`config.mk`:
```
export PLATFORM = sky130hd
export DESIGN_NAME = store_commit_buffer
export DESIGN_NICKNAME = d
export VERILOG_FILES = /design/src/hdl/scb_addr_pkg.sv /design/src/hdl/scb_line_pkg.sv /design/src/hdl/scb_data_array.sv /design/src/hdl/scb_data_bank.sv /design/src/hdl/scb_evict_ctrl.sv /design/src/hdl/scb_forward.sv /design/src/hdl/scb_tag_array.sv /design/src/hdl/store_commit_buffer.sv
export SDC_FILE = /design/constraint.sdc
export NUM_CORES = 2
export LEC_CHECK = 0
export BUFFER_PORTS_ARGS = -buffer_cell sky130_fd_sc_hd__buf_2
export CAP_MARGIN = 10
export CORE_MARGIN = 3
export CORE_UTILIZATION = 40
export DETAILED_ROUTE_END_ITERATION = 8
export PLACE_DENSITY_LB_ADDON = 0.15
export SKIP_LAST_GASP = 1
export SLEW_MARGIN = 5
export SYNTH_ARGS = -nofsm -noshare
export SYNTH_HDL_FRONTEND = slang
export SYNTH_SLANG_ARGS = --single-unit
```
`constraint.sdc`:
```
create_clock -name clk -period 14.5 [get_ports clk]
set_clock_uncertainty 0.2 [all_clocks]
set_input_delay 2.9 -clock clk [delete_from_list [all_inputs] [get_ports clk]]
set_output_delay 2.9 -clock clk [all_outputs]
set_load 0.05 [all_outputs]
```
`src/hdl/scb_addr_pkg.sv`:
```
package scb_addr_pkg;

    localparam int PADDR_W    = 32;
    localparam int BYTE_W     = 2;                    // byte within a bank word.
    localparam int BANK_W     = 2;                    // bank within a line.
    localparam int LINE_OFS_W = BYTE_W + BANK_W;
    localparam int LINE_W     = PADDR_W - LINE_OFS_W; // line address.
    localparam int PAGE_W     = 12;
    localparam int PTAG_W     = PADDR_W - PAGE_W;

    // one physical address, seen by stores as line/bank/byte
    // and by loads as physical tag plus page offset.
    typedef union packed {
        struct packed {
            logic [LINE_W-1:0] line;
            logic [BANK_W-1:0] bank;
            logic [BYTE_W-1:0] byte_sel;
        } st;
        struct packed {
            logic [PTAG_W-1:0] ptag;
            logic [PAGE_W-1:0] page_ofs;
        } ld;
    } scb_paddr_u;

endpackage

```
`src/hdl/scb_line_pkg.sv`:
```
package scb_line_pkg;

    localparam int BANKS      = 4;                  // bank words per line.
    localparam int WORD_BYTES = 4;
    localparam int WORD_W     = WORD_BYTES * 8;
    localparam int LINE_BYTES = BANKS * WORD_BYTES; // cache write mask width.

endpackage

```
`src/hdl/scb_data_array.sv`:
```
`timescale 1ns/10ps

module scb_data_array
    import scb_addr_pkg::*, scb_line_pkg::*;
#(
    parameter int  ENTRIES = 8,
    localparam int IDX_W   = $clog2(ENTRIES)
) (
    input  logic                    clk,
    input  logic                    rst,
    input  logic                    wr_en,
    input  logic [IDX_W-1:0]        wr_idx,
    input  logic [BANK_W-1:0]       wr_bank,
    input  logic                    new_line,
    input  logic [WORD_W-1:0]       store_data,
    input  logic [WORD_BYTES-1:0]   store_mask,
    input  logic                    fwd_req,
    input  logic [IDX_W-1:0]        fwd_idx,
    input  logic [BANK_W-1:0]       fwd_bank,
    output logic [WORD_W-1:0]       fwd_data,
    output logic [WORD_BYTES-1:0]   fwd_mask,
    input  logic                    drain_req,
    input  logic [IDX_W-1:0]        drain_idx,
    output logic [BANKS*WORD_W-1:0] line_data,
    output logic [LINE_BYTES-1:0]   line_mask
);
    logic [WORD_BYTES-1:0] bank_we    [BANKS];
    logic [WORD_W-1:0]     rdf_data   [BANKS];
    logic [WORD_BYTES-1:0] rdf_mask   [BANKS];
    logic [WORD_W-1:0]     rdd_data   [BANKS];
    logic [WORD_BYTES-1:0] rdd_mask   [BANKS];

    for (genvar b = 0; b < BANKS; b++) begin : g_bank
        // only the addressed bank takes bytes, the rest just see new_line.
        assign bank_we[b] = store_mask & {WORD_BYTES{wr_bank == BANK_W'(b)}};

        scb_data_bank #(.ENTRIES(ENTRIES)) u_bank (
            .clk           (clk),
            .rst           (rst),
            .wr_en         (wr_en),
            .wr_idx        (wr_idx),
            .new_line      (new_line),
            .wr_mask       (bank_we[b]),
            .wr_data       (store_data),
            .rd_idx_fwd    (fwd_idx),
            .rd_idx_drain  (drain_idx),
            .rd_data_fwd   (rdf_data[b]),
            .rd_mask_fwd   (rdf_mask[b]),
            .rd_data_drain (rdd_data[b]),
            .rd_mask_drain (rdd_mask[b])
        );
    end

    always_ff @(posedge clk) begin
        if (fwd_req) begin
            fwd_data <= rdf_data[fwd_bank];
        end
        if (drain_req) begin
            for (int b = 0; b < BANKS; b++) begin
                line_data[b*WORD_W +: WORD_W]         <= rdd_data[b];
                line_mask[b*WORD_BYTES +: WORD_BYTES] <= rdd_mask[b];
            end
        end
    end

    always_ff @(posedge clk or negedge rst) begin
        if (!rst) begin
            fwd_mask <= '0;
        end else begin
            fwd_mask <= fwd_req ? rdf_mask[fwd_bank] : '0; // miss reads as no bytes.
        end
    end

endmodule

```
`src/hdl/scb_data_bank.sv`:
```
`timescale 1ns/10ps

module scb_data_bank
    import scb_line_pkg::*;
#(
    parameter int  ENTRIES = 8,
    localparam int IDX_W   = $clog2(ENTRIES)
) (
    input  logic                  clk,
    input  logic                  rst,
    input  logic                  wr_en,
    input  logic [IDX_W-1:0]      wr_idx,
    input  logic                  new_line,
    input  logic [WORD_BYTES-1:0] wr_mask,
    input  logic [WORD_W-1:0]     wr_data,
    input  logic [IDX_W-1:0]      rd_idx_fwd,
    input  logic [IDX_W-1:0]      rd_idx_drain,
    output logic [WORD_W-1:0]     rd_data_fwd,
    output logic [WORD_BYTES-1:0] rd_mask_fwd,
    output logic [WORD_W-1:0]     rd_data_drain,
    output logic [WORD_BYTES-1:0] rd_mask_drain
);
    logic [WORD_W-1:0]     words  [ENTRIES];
    logic [WORD_BYTES-1:0] bvalid [ENTRIES];

    always_ff @(posedge clk) begin
        if (wr_en) begin
            for (int k = 0; k < WORD_BYTES; k++) begin
                if (wr_mask[k]) begin
                    words[wr_idx][k*8 +: 8] <= wr_data[k*8 +: 8];
                end
            end
        end
    end

    always_ff @(posedge clk or negedge rst) begin
        if (!rst) begin
            for (int e = 0; e < ENTRIES; e++) begin
                bvalid[e] <= '0;
            end
        end else if (wr_en) begin
            // a fresh line drops whatever the previous owner left.
            bvalid[wr_idx] <= wr_mask | (new_line ? '0 : bvalid[wr_idx]);
        end
    end

    assign rd_data_fwd   = words[rd_idx_fwd];
    assign rd_mask_fwd   = bvalid[rd_idx_fwd];
    assign rd_data_drain = words[rd_idx_drain];
    assign rd_mask_drain = bvalid[rd_idx_drain];

endmodule

```
`src/hdl/scb_evict_ctrl.sv`:
```
`timescale 1ns/10ps

module scb_evict_ctrl
    import scb_addr_pkg::*, scb_line_pkg::*;
#(
    parameter int  ENTRIES   = 8,
    parameter int  COUNTER_W = 3,
    parameter int  THRESH    = 6,
    localparam int IDX_W     = $clog2(ENTRIES)
) (
    input  logic                           clk,
    input  logic                           rst,
    input  logic                           flush,
    input  logic                           wr_en,
    input  logic [IDX_W-1:0]               wr_idx,
    input  logic [ENTRIES-1:0]             entry_valid,
    input  logic [ENTRIES-1:0][LINE_W-1:0] entry_lines,
    output logic                           write_start,
    output logic [IDX_W-1:0]               start_idx,
    output logic                           write_done,
    output logic [IDX_W-1:0]               done_idx,
    output logic                           drain_req,
    output logic [IDX_W-1:0]               drain_idx,
    input  logic [BANKS*WORD_W-1:0]        line_data,
    input  logic [LINE_BYTES-1:0]          line_mask,
    output logic                           cache_req,
    output logic [PADDR_W-1:0]             cache_addr,
    output logic [BANKS*WORD_W-1:0]        cache_data,
    output logic [LINE_BYTES-1:0]          cache_mask,
    input  logic                           cache_ack
);
    localparam int         OCC_W  = $clog2(ENTRIES + 1);
    localparam logic [1:0] S_IDLE = 2'd0;
    localparam logic [1:0] S_READ = 2'd1;
    localparam logic [1:0] S_REQ  = 2'd2;

    logic [COUNTER_W-1:0] age [ENTRIES];
    logic [ENTRIES-1:0]   ready;
    logic [OCC_W-1:0]     occ;
    logic                 thresh_q;
    logic                 flush_q;
    logic [1:0]           state;
    logic [IDX_W-1:0]     pick_idx;
    logic [IDX_W-1:0]     victim_q;

    for (genvar i = 0; i < ENTRIES; i++) begin : g_ready
        assign ready[i] = entry_valid[i] &
                          ((age[i] == COUNTER_W'(1)) | thresh_q | flush | flush_q);
    end

    always_comb begin
        occ      = '0;
        pick_idx = '0;
        for (int i = ENTRIES - 1; i >= 0; i--) begin
            occ = occ + OCC_W'(entry_valid[i]);
            if (ready[i]) begin
                pick_idx = IDX_W'(i);
            end
        end
    end

    // one line in flight, so no ready entry is ever mid-write in idle.
    assign write_start = (state == S_IDLE) & (|ready) & ~cache_ack;
    assign start_idx   = pick_idx;
    assign drain_req   = (state == S_READ);
    assign drain_idx   = victim_q;
    assign cache_req   = (state == S_REQ);
    assign write_done  = cache_req & cache_ack;
    assign done_idx    = victim_q;
    assign cache_data  = line_data;
    assign cache_mask  = line_mask;

    always_ff @(posedge clk or negedge rst) begin
        if (!rst) begin
            for (int i = 0; i < ENTRIES; i++) begin
                age[i] <= COUNTER_W'(1);
            end
        end else if (wr_en) begin
            for (int i = 0; i < ENTRIES; i++) begin
                if (wr_idx == IDX_W'(i)) begin
                    age[i] <= '1;
                end else if (age[i] != COUNTER_W'(1)) begin
                    age[i] <= age[i] - 1'b1; // floor of one.
                end
            end
        end
    end

    always_ff @(posedge clk or negedge rst) begin
        if (!rst) begin
            thresh_q <= 1'b0;
            flush_q  <= 1'b0;
            state    <= S_IDLE;
        end else begin
            thresh_q <= (occ > OCC_W'(THRESH));
            if (flush) begin
                flush_q <= 1'b1;
            end else if (!(|entry_valid)) begin
                flush_q <= 1'b0; // drained.
            end
            case (state)
                S_IDLE:  if (write_start) state <= S_READ;
                S_READ:  state <= S_REQ;
                default: if (cache_ack) state <= S_IDLE;
            endcase
        end
    end

    always_ff @(posedge clk) begin
        if (write_start) begin
            victim_q   <= pick_idx;
            cache_addr <= {entry_lines[pick_idx], {LINE_OFS_W{1'b0}}};
        end
    end

endmodule

```
`src/hdl/scb_forward.sv`:
```
`timescale 1ns/10ps

module scb_forward
    import scb_addr_pkg::*;
#(
    parameter int  ENTRIES = 8,
    localparam int IDX_W   = $clog2(ENTRIES)
) (
    input  logic                           clk,
    input  logic                           rst,
    input  logic                           load_en,
    input  logic [PAGE_W-1:0]              load_offset,
    input  logic [PTAG_W-1:0]              load_ptag,
    input  logic [ENTRIES-1:0]             entry_valid,
    input  logic [ENTRIES-1:0][LINE_W-1:0] entry_lines,
    output logic                           fwd_req,
    output logic [IDX_W-1:0]               fwd_idx,
    output logic [BANK_W-1:0]              fwd_bank
);
    scb_paddr_u         ld_addr;
    scb_paddr_u         ent_addr [ENTRIES];
    logic [ENTRIES-1:0] ofs_hit;
    logic [ENTRIES-1:0] ofs_hit_q;
    logic [ENTRIES-1:0] fwd_vec;
    logic [BANK_W-1:0]  bank_q;

    assign ld_addr = {{PTAG_W{1'b0}}, load_offset}; // tag not known yet.

    for (genvar j = 0; j < ENTRIES; j++) begin : g_cmp
        assign ent_addr[j] = {entry_lines[j], {LINE_OFS_W{1'b0}}};
        assign ofs_hit[j]  = load_en & entry_valid[j] &
                             (ent_addr[j].ld.page_ofs[PAGE_W-1:LINE_OFS_W] ==
                              ld_addr.ld.page_ofs[PAGE_W-1:LINE_OFS_W]);
        assign fwd_vec[j]  = ofs_hit_q[j] & (ent_addr[j].ld.ptag == load_ptag);
    end

    always_ff @(posedge clk or negedge rst) begin
        if (!rst) begin
            ofs_hit_q <= '0;
        end else begin
            ofs_hit_q <= ofs_hit;
        end
    end

    always_ff @(posedge clk) begin
        bank_q <= ld_addr.st.bank;
    end

    always_comb begin
        fwd_idx = '0;
        for (int j = ENTRIES - 1; j >= 0; j--) begin
            if (fwd_vec[j]) begin
                fwd_idx = IDX_W'(j);
            end
        end
    end

    assign fwd_req  = |fwd_vec;
    assign fwd_bank = bank_q;

endmodule

```
`src/hdl/scb_tag_array.sv`:
```
`timescale 1ns/10ps

module scb_tag_array
    import scb_addr_pkg::*;
#(
    parameter int  ENTRIES = 8,
    localparam int IDX_W   = $clog2(ENTRIES)
) (
    input  logic                           clk,
    input  logic                           rst,
    input  logic                           store_en,
    input  logic [PADDR_W-1:0]             store_addr,
    output logic                           store_conflict,
    output logic                           wr_en,
    output logic [IDX_W-1:0]               wr_idx,
    output logic [BANK_W-1:0]              wr_bank,
    output logic                           new_line,
    input  logic                           write_start,
    input  logic [IDX_W-1:0]               start_idx,
    input  logic                           write_done,
    input  logic [IDX_W-1:0]               done_idx,
    output logic [ENTRIES-1:0]             entry_valid,
    output logic [ENTRIES-1:0][LINE_W-1:0] entry_lines,
    output logic                           empty
);
    scb_paddr_u         addr;
    logic [ENTRIES-1:0] valid;
    logic [ENTRIES-1:0] writing;
    logic [ENTRIES-1:0] hit_vec;
    logic [ENTRIES-1:0] free_vec;
    logic [IDX_W-1:0]   hit_idx;
    logic [IDX_W-1:0]   free_idx;
    logic               hit;

    assign addr = store_addr;

    for (genvar i = 0; i < ENTRIES; i++) begin : g_match
        // an entry on its way to the cache takes no more merges.
        assign hit_vec[i] = valid[i] & ~writing[i] & (entry_lines[i] == addr.st.line);
    end

    assign free_vec = ~valid;

    always_comb begin
        hit_idx  = '0;
        free_idx = '0;
        for (int i = ENTRIES - 1; i >= 0; i--) begin
            if (hit_vec[i]) begin
                hit_idx = IDX_W'(i);
            end
            if (free_vec[i]) begin
                free_idx = IDX_W'(i); // lowest free wins.
            end
        end
    end

    assign hit            = |hit_vec;
    assign store_conflict = store_en & ~hit & ~(|free_vec);
    assign wr_en          = store_en & ~store_conflict;
    assign new_line       = ~hit;
    assign wr_idx         = hit ? hit_idx : free_idx;
    assign wr_bank        = addr.st.bank;
    assign entry_valid    = valid;
    assign empty          = ~(|valid);

    always_ff @(posedge clk) begin
        if (wr_en && new_line) begin
            entry_lines[free_idx] <= addr.st.line;
        end
    end

    always_ff @(posedge clk or negedge rst) begin
        if (!rst) begin
            valid   <= '0;
            writing <= '0;
        end else begin
            if (wr_en && new_line) begin
                valid[free_idx] <= 1'b1;
            end
            if (write_start) begin
                writing[start_idx] <= 1'b1;
            end
            if (write_done) begin
                valid[done_idx]   <= 1'b0; // line now owned by the cache.
                writing[done_idx] <= 1'b0;
            end
        end
    end

endmodule

```
`src/hdl/store_commit_buffer.sv`:
```
`timescale 1ns/10ps

module store_commit_buffer
    import scb_addr_pkg::*, scb_line_pkg::*;
#(
    parameter int ENTRIES   = 8,
    parameter int COUNTER_W = 3,
    parameter int THRESH    = 6
) (
    input  logic                    clk,
    input  logic                    rst,
    input  logic                    flush,
    input  logic                    store_en,
    input  logic [PADDR_W-1:0]      store_addr,
    input  logic [WORD_W-1:0]       store_data,
    input  logic [WORD_BYTES-1:0]   store_mask,
    output logic                    store_conflict,
    input  logic                    load_en,
    input  logic [PAGE_W-1:0]       load_offset,
    input  logic [PTAG_W-1:0]       load_ptag,
    output logic [WORD_W-1:0]       fwd_data,
    output logic [WORD_BYTES-1:0]   fwd_mask,
    output logic                    cache_req,
    output logic [PADDR_W-1:0]      cache_addr,
    output logic [BANKS*WORD_W-1:0] cache_data,
    output logic [LINE_BYTES-1:0]   cache_mask,
    input  logic                    cache_ack,
    output logic                    empty
);
    localparam int IDX_W = $clog2(ENTRIES);

    logic                           wr_en;
    logic [IDX_W-1:0]               wr_idx;
    logic [BANK_W-1:0]              wr_bank;
    logic                           new_line;
    logic                           write_start;
    logic [IDX_W-1:0]               start_idx;
    logic                           write_done;
    logic [IDX_W-1:0]               done_idx;
    logic [ENTRIES-1:0]             entry_valid;
    logic [ENTRIES-1:0][LINE_W-1:0] entry_lines;
    logic                           drain_req;
    logic [IDX_W-1:0]               drain_idx;
    logic [BANKS*WORD_W-1:0]        line_data;
    logic [LINE_BYTES-1:0]          line_mask;
    logic                           fwd_req;
    logic [IDX_W-1:0]               fwd_idx;
    logic [BANK_W-1:0]              fwd_bank;

    scb_tag_array #(.ENTRIES(ENTRIES)) u_tag_array (.*);

    scb_data_array #(.ENTRIES(ENTRIES)) u_data_array (.*);

    scb_evict_ctrl #(
        .ENTRIES   (ENTRIES),
        .COUNTER_W (COUNTER_W),
        .THRESH    (THRESH)
    ) u_evict_ctrl (.*);

    scb_forward #(.ENTRIES(ENTRIES)) u_forward (.*);

endmodule

```
==> flow_metrics.py <==
metrics = {
    "outcome": {
        "status": "complete, no violations",
    },
    "global_routing": {
        "grt-ovfl-total": 0,
        "grt_pass1_wl_um": 439000,
        "grt_antenna_before_repair": 27,
        "grt_usage_pct": 31.0,
        "busiest_layer": "met2",
        "grt_use_met3_pct": 6.19,
        "grt_pass1_vias": 57100,
        "grt_use_met2_pct": 46.8,
        "grt_max_degree": 132,
        "gr-usage-met1_pct": 42.3,
    },
    "clock_tree": {
        "cts_buffer_depth": 3,
        "cts_root_buf": "clkbuf_16",
        "cts_max_level": 4,
        "post-cts-setup-buffers": 0,
        "numCtsBuffers": 180,
        "postCtsHoldBufs": 0,
        "ctsResizeCount": 0,
        "cts_sinks": 1641,
        "clk_latency_ns": 0.84,
        "cts_tree": "yes",
        "path_clk_slew_ns": 0.06,
    },
    "logic_synthesis": {
        "ys.flop_type": "edfxtp_1",
        "async_flop_share_pct": 11.2,
        "syn_inst": 6553,
        "yosysSeqAreaShare_pct": 62.3,
        "synth_edf_count": 1455,
        "synth_top_cells_by_area": "edfxtp_1 (56%), a22oi_1 (5.7%), dfrtp_1 (5.7%), nand2_1 (5.6%), xnor2_1 (3.2%)",
        "synth_warnings": 0,
        "syn_avg_cell_area_um2": 11.8,
        "synth_top_area_cell": "edfxtp_1",
        "ys_types": 89,
        "syn_area_um2": 77600,
        "yosysTopAreaCellShare_pct": 56.3,
        "synth-seq-cells": 1641,
        "synthTopCellsByCount": "edfxtp_1 (1455), nand2_1 (1165), a22oi_1 (591)",
        "yosysMostFrequentCell": "edfxtp_1",
    },
    "power_and_ir_drop": {
        "p_clk_share_pct": 31.5,
        "p_per_area_nw_per_um2": 170,
        "combPwrFrac_pct": 25.0,
        "ir_drop_mv": 0.130,
        "p_switching_uw": 5320,
        "switching_share_pct": 35.8,
        "internal_power_uw": 9550,
        "seq_power_share_pct": 43.5,
        "p_leak_uw": 0.0299,
    },
    "place": {
        "hpwl_um": 198000,
        "numPortBuffers": 312,
        "placed_area_um2": 81600,
        "place_congestion": 0.998,
    },
    "routing": {
        "wl_per_cell_um": 33.9,
        "first_pass_iters": 8,
        "vias": 60000,
        "drt-total-wl_um": 318000,
        "viasPerCell": 6.40,
        "drt_iter0_drc": 8453,
        "drc": 0,
        "drtAntennaViolNets": 0,
    },
    "floorplan": {
        "dieHeight_um": 446,
        "rows": 161,
        "die_area_um2": 199000,
        "chipWidth_um": 446,
        "initial_core_util_pct": 40.3,
        "coreArea_um2": 193000,
        "io_pins": 321,
    },
    "sta": {
        "tns_ns": 0,
        "whs_ns": 0.309,
        "slew_headroom_pct": 16.1,
        "tightest_slew_ns": 1.25,
        "fmax_ghz": 0.102,
        "finalSetupViolCount": 0,
        "rsz0062_at_grt": "no",
        "hold_viol_final": 0,
        "finalCritPeriodShare_pct": 67.5,
        "finalCriticalPeriod_ns": 9.78,
        "slew_viol_final": 0,
    },
    "finish": {
        "nets": 6805,
        "post-route-util_pct": 45.5,
        "fill_cells": 17500,
        "layout-drive-gt1-share_pct": 12.5,
        "final_area_um2": 87700,
        "synthToLayoutAreaGrowth_pct": 13.0,
    },
    "worst_setup_path": {
        "cp-end-kind": "output pin",
        "cp.arrival_ns": 6.68,
        "cp-startpoint": "store_addr[7]",
        "cp_max_fo": 16,
        "timing.rr.start": "u_tag_array.entry_lines[212]$_DFFE_PP_",
        "crit_type": "in2out",
        "critPathRequiredTime_ns": 11.40,
        "start_kind": "input pin",
    },
    "min_path": {
        "hold_path.class": "reg2reg",
        "min_from": "u_evict_ctrl.age[5]$_DFFE_PN0P_",
    },
    "run": {
        "maxCapViolCount": 0,
    },
}
critical path, cell delays in order:
cell      delay, ns
buf_2          0.36
xor2_1         0.33
nor4_1         1.00
nand4_1        0.31
o2111a_2       0.45
and2_0         0.59
and3_1         0.49
buf_2          0.24
placed cells by master (no fill, tap or decap), types with 91 or more instances in the layout:
cell,Yosys,routed
nand4_1,279,279
mux2i_1,163,163
buf_4,5,91
buf_2,63,311
clkbuf_16,0,184
a31oi_1,111,110
a21oi_1,243,237
xnor2_1,282,282
dfrtp_1,176,176
nand2_1,1165,1162
a211oi_1,110,110
a22oi_1,591,591
xor2_1,168,168
nor2_1,290,282
nand3_1,262,257
edfxtp_1,1455,1455
sequential cells by signal, summed over array words and instances, names as in the netlist, 3 cells and up:
register	flops
u_data_array.fwd_mask	4
u_data_array.g_bank.u_bank.words	1024
u_evict_ctrl.age	24
u_data_array.line_mask	16
u_evict_ctrl.cache_addr	28
u_data_array.g_bank.u_bank.bvalid	128
u_data_array.line_data	128
u_tag_array.entry_lines	224
u_evict_ctrl.done_idx	3
u_tag_array.entry_valid	8
u_forward.ofs_hit_q	8
u_tag_array.writing	8
u_data_array.fwd_data	32
routing by layer:
layer  routed length (µm)  share of wire, %  up-vias
li1                     -                 -    25100
met2               141000                44     3962
met4                18600               5.8       16
met5                  108             0.034        -
met3                32300                10      753
met1               126000                40    30200
stage by stage:
stage | total power [µW] | setup slack, ns | std cells
2_1_floorplan | 8680 | 5.79 | 6556
3_3_place_gp | 10200 | 4.80 | 9013
3_5_place_dp | 10200 | 4.77 | 9015
4_1_cts | 14900 | 4.78 | 9353
5_1_grt | 15400 | 4.70 | 9359
6_report | 14900 | 4.72 | 9372
power groups by stage:
| stage | clock, µW | sequential [µW] | combinational, µW |
|---|---|---|---|
| floorplan | 0 | 6750 | 1930 |
| global placement | 0 | 6520 | 3640 |
| detailed placement | 0 | 6530 | 3670 |
| CTS | 4740 | 6440 | 3680 |
| global route | 4940 | 6510 | 3920 |
| finish | 4690 | 6460 | 3720 |
cell type report:
| class | instances | area [µm²] | area share [%] |
|---|---|---|---|
| Timing Repair Buffer | 415 | 2480 | 2.82 |
| Clock buffer | 207 | 4710 | 5.37 |
| Inverter | 54 | 204 | 0.233 |
| Sequential cell | 1641 | 48300 | 55.1 |
| Clock inverter | 131 | 1290 | 1.47 |
| Multi-Input combinational cell | 4381 | 27500 | 31.3 |
| Tap cell | 2526 | 3160 | 3.60 |
| Antenna cell | 17 | 42.5 | 0.0485 |
final timing paths:
| kind | slack (ns) | endpoint | depth (start not counted) |
|---|---|---|---|
| min in group asynchronous | 1.97 | u_data_array.g_bank[0].u_bank.bvalid[0]$_DFFE_PN0P_ | 1 |
| hold / removal | 0.31 | u_evict_ctrl.age[5]$_DFFE_PN0P_ | 2 |
| setup reg to reg | 7.27 | u_data_array.fwd_data[15]$_DFFE_PP_ | 13 |
| hold reg to reg | 0.31 | u_evict_ctrl.age[5]$_DFFE_PN0P_ | 2 |
| setup / recovery | 4.72 | store_conflict | 8 |
| max in group asynchronous | 10.80 | u_data_array.g_bank[3].u_bank.bvalid[0]$_DFFE_PN0P_ | 2 |
kinds of logic (layout without fill, tap and decap cells):
group           after synthesis  after routing  share of synthesized area, %
other cells                   1             21                       0.00483
compound gates             1339           1339                          12.3
mux                         220            220                          3.02
flops                      1641           1641                          62.3
buf+inv                     534            807                          2.78
fa+ha+maj                    26             26                         0.458
simple gates               2342           2342                          14.0
xor+xnor                    450            450                          5.08
Note: power is estimated with default switching activity, not from simulation.
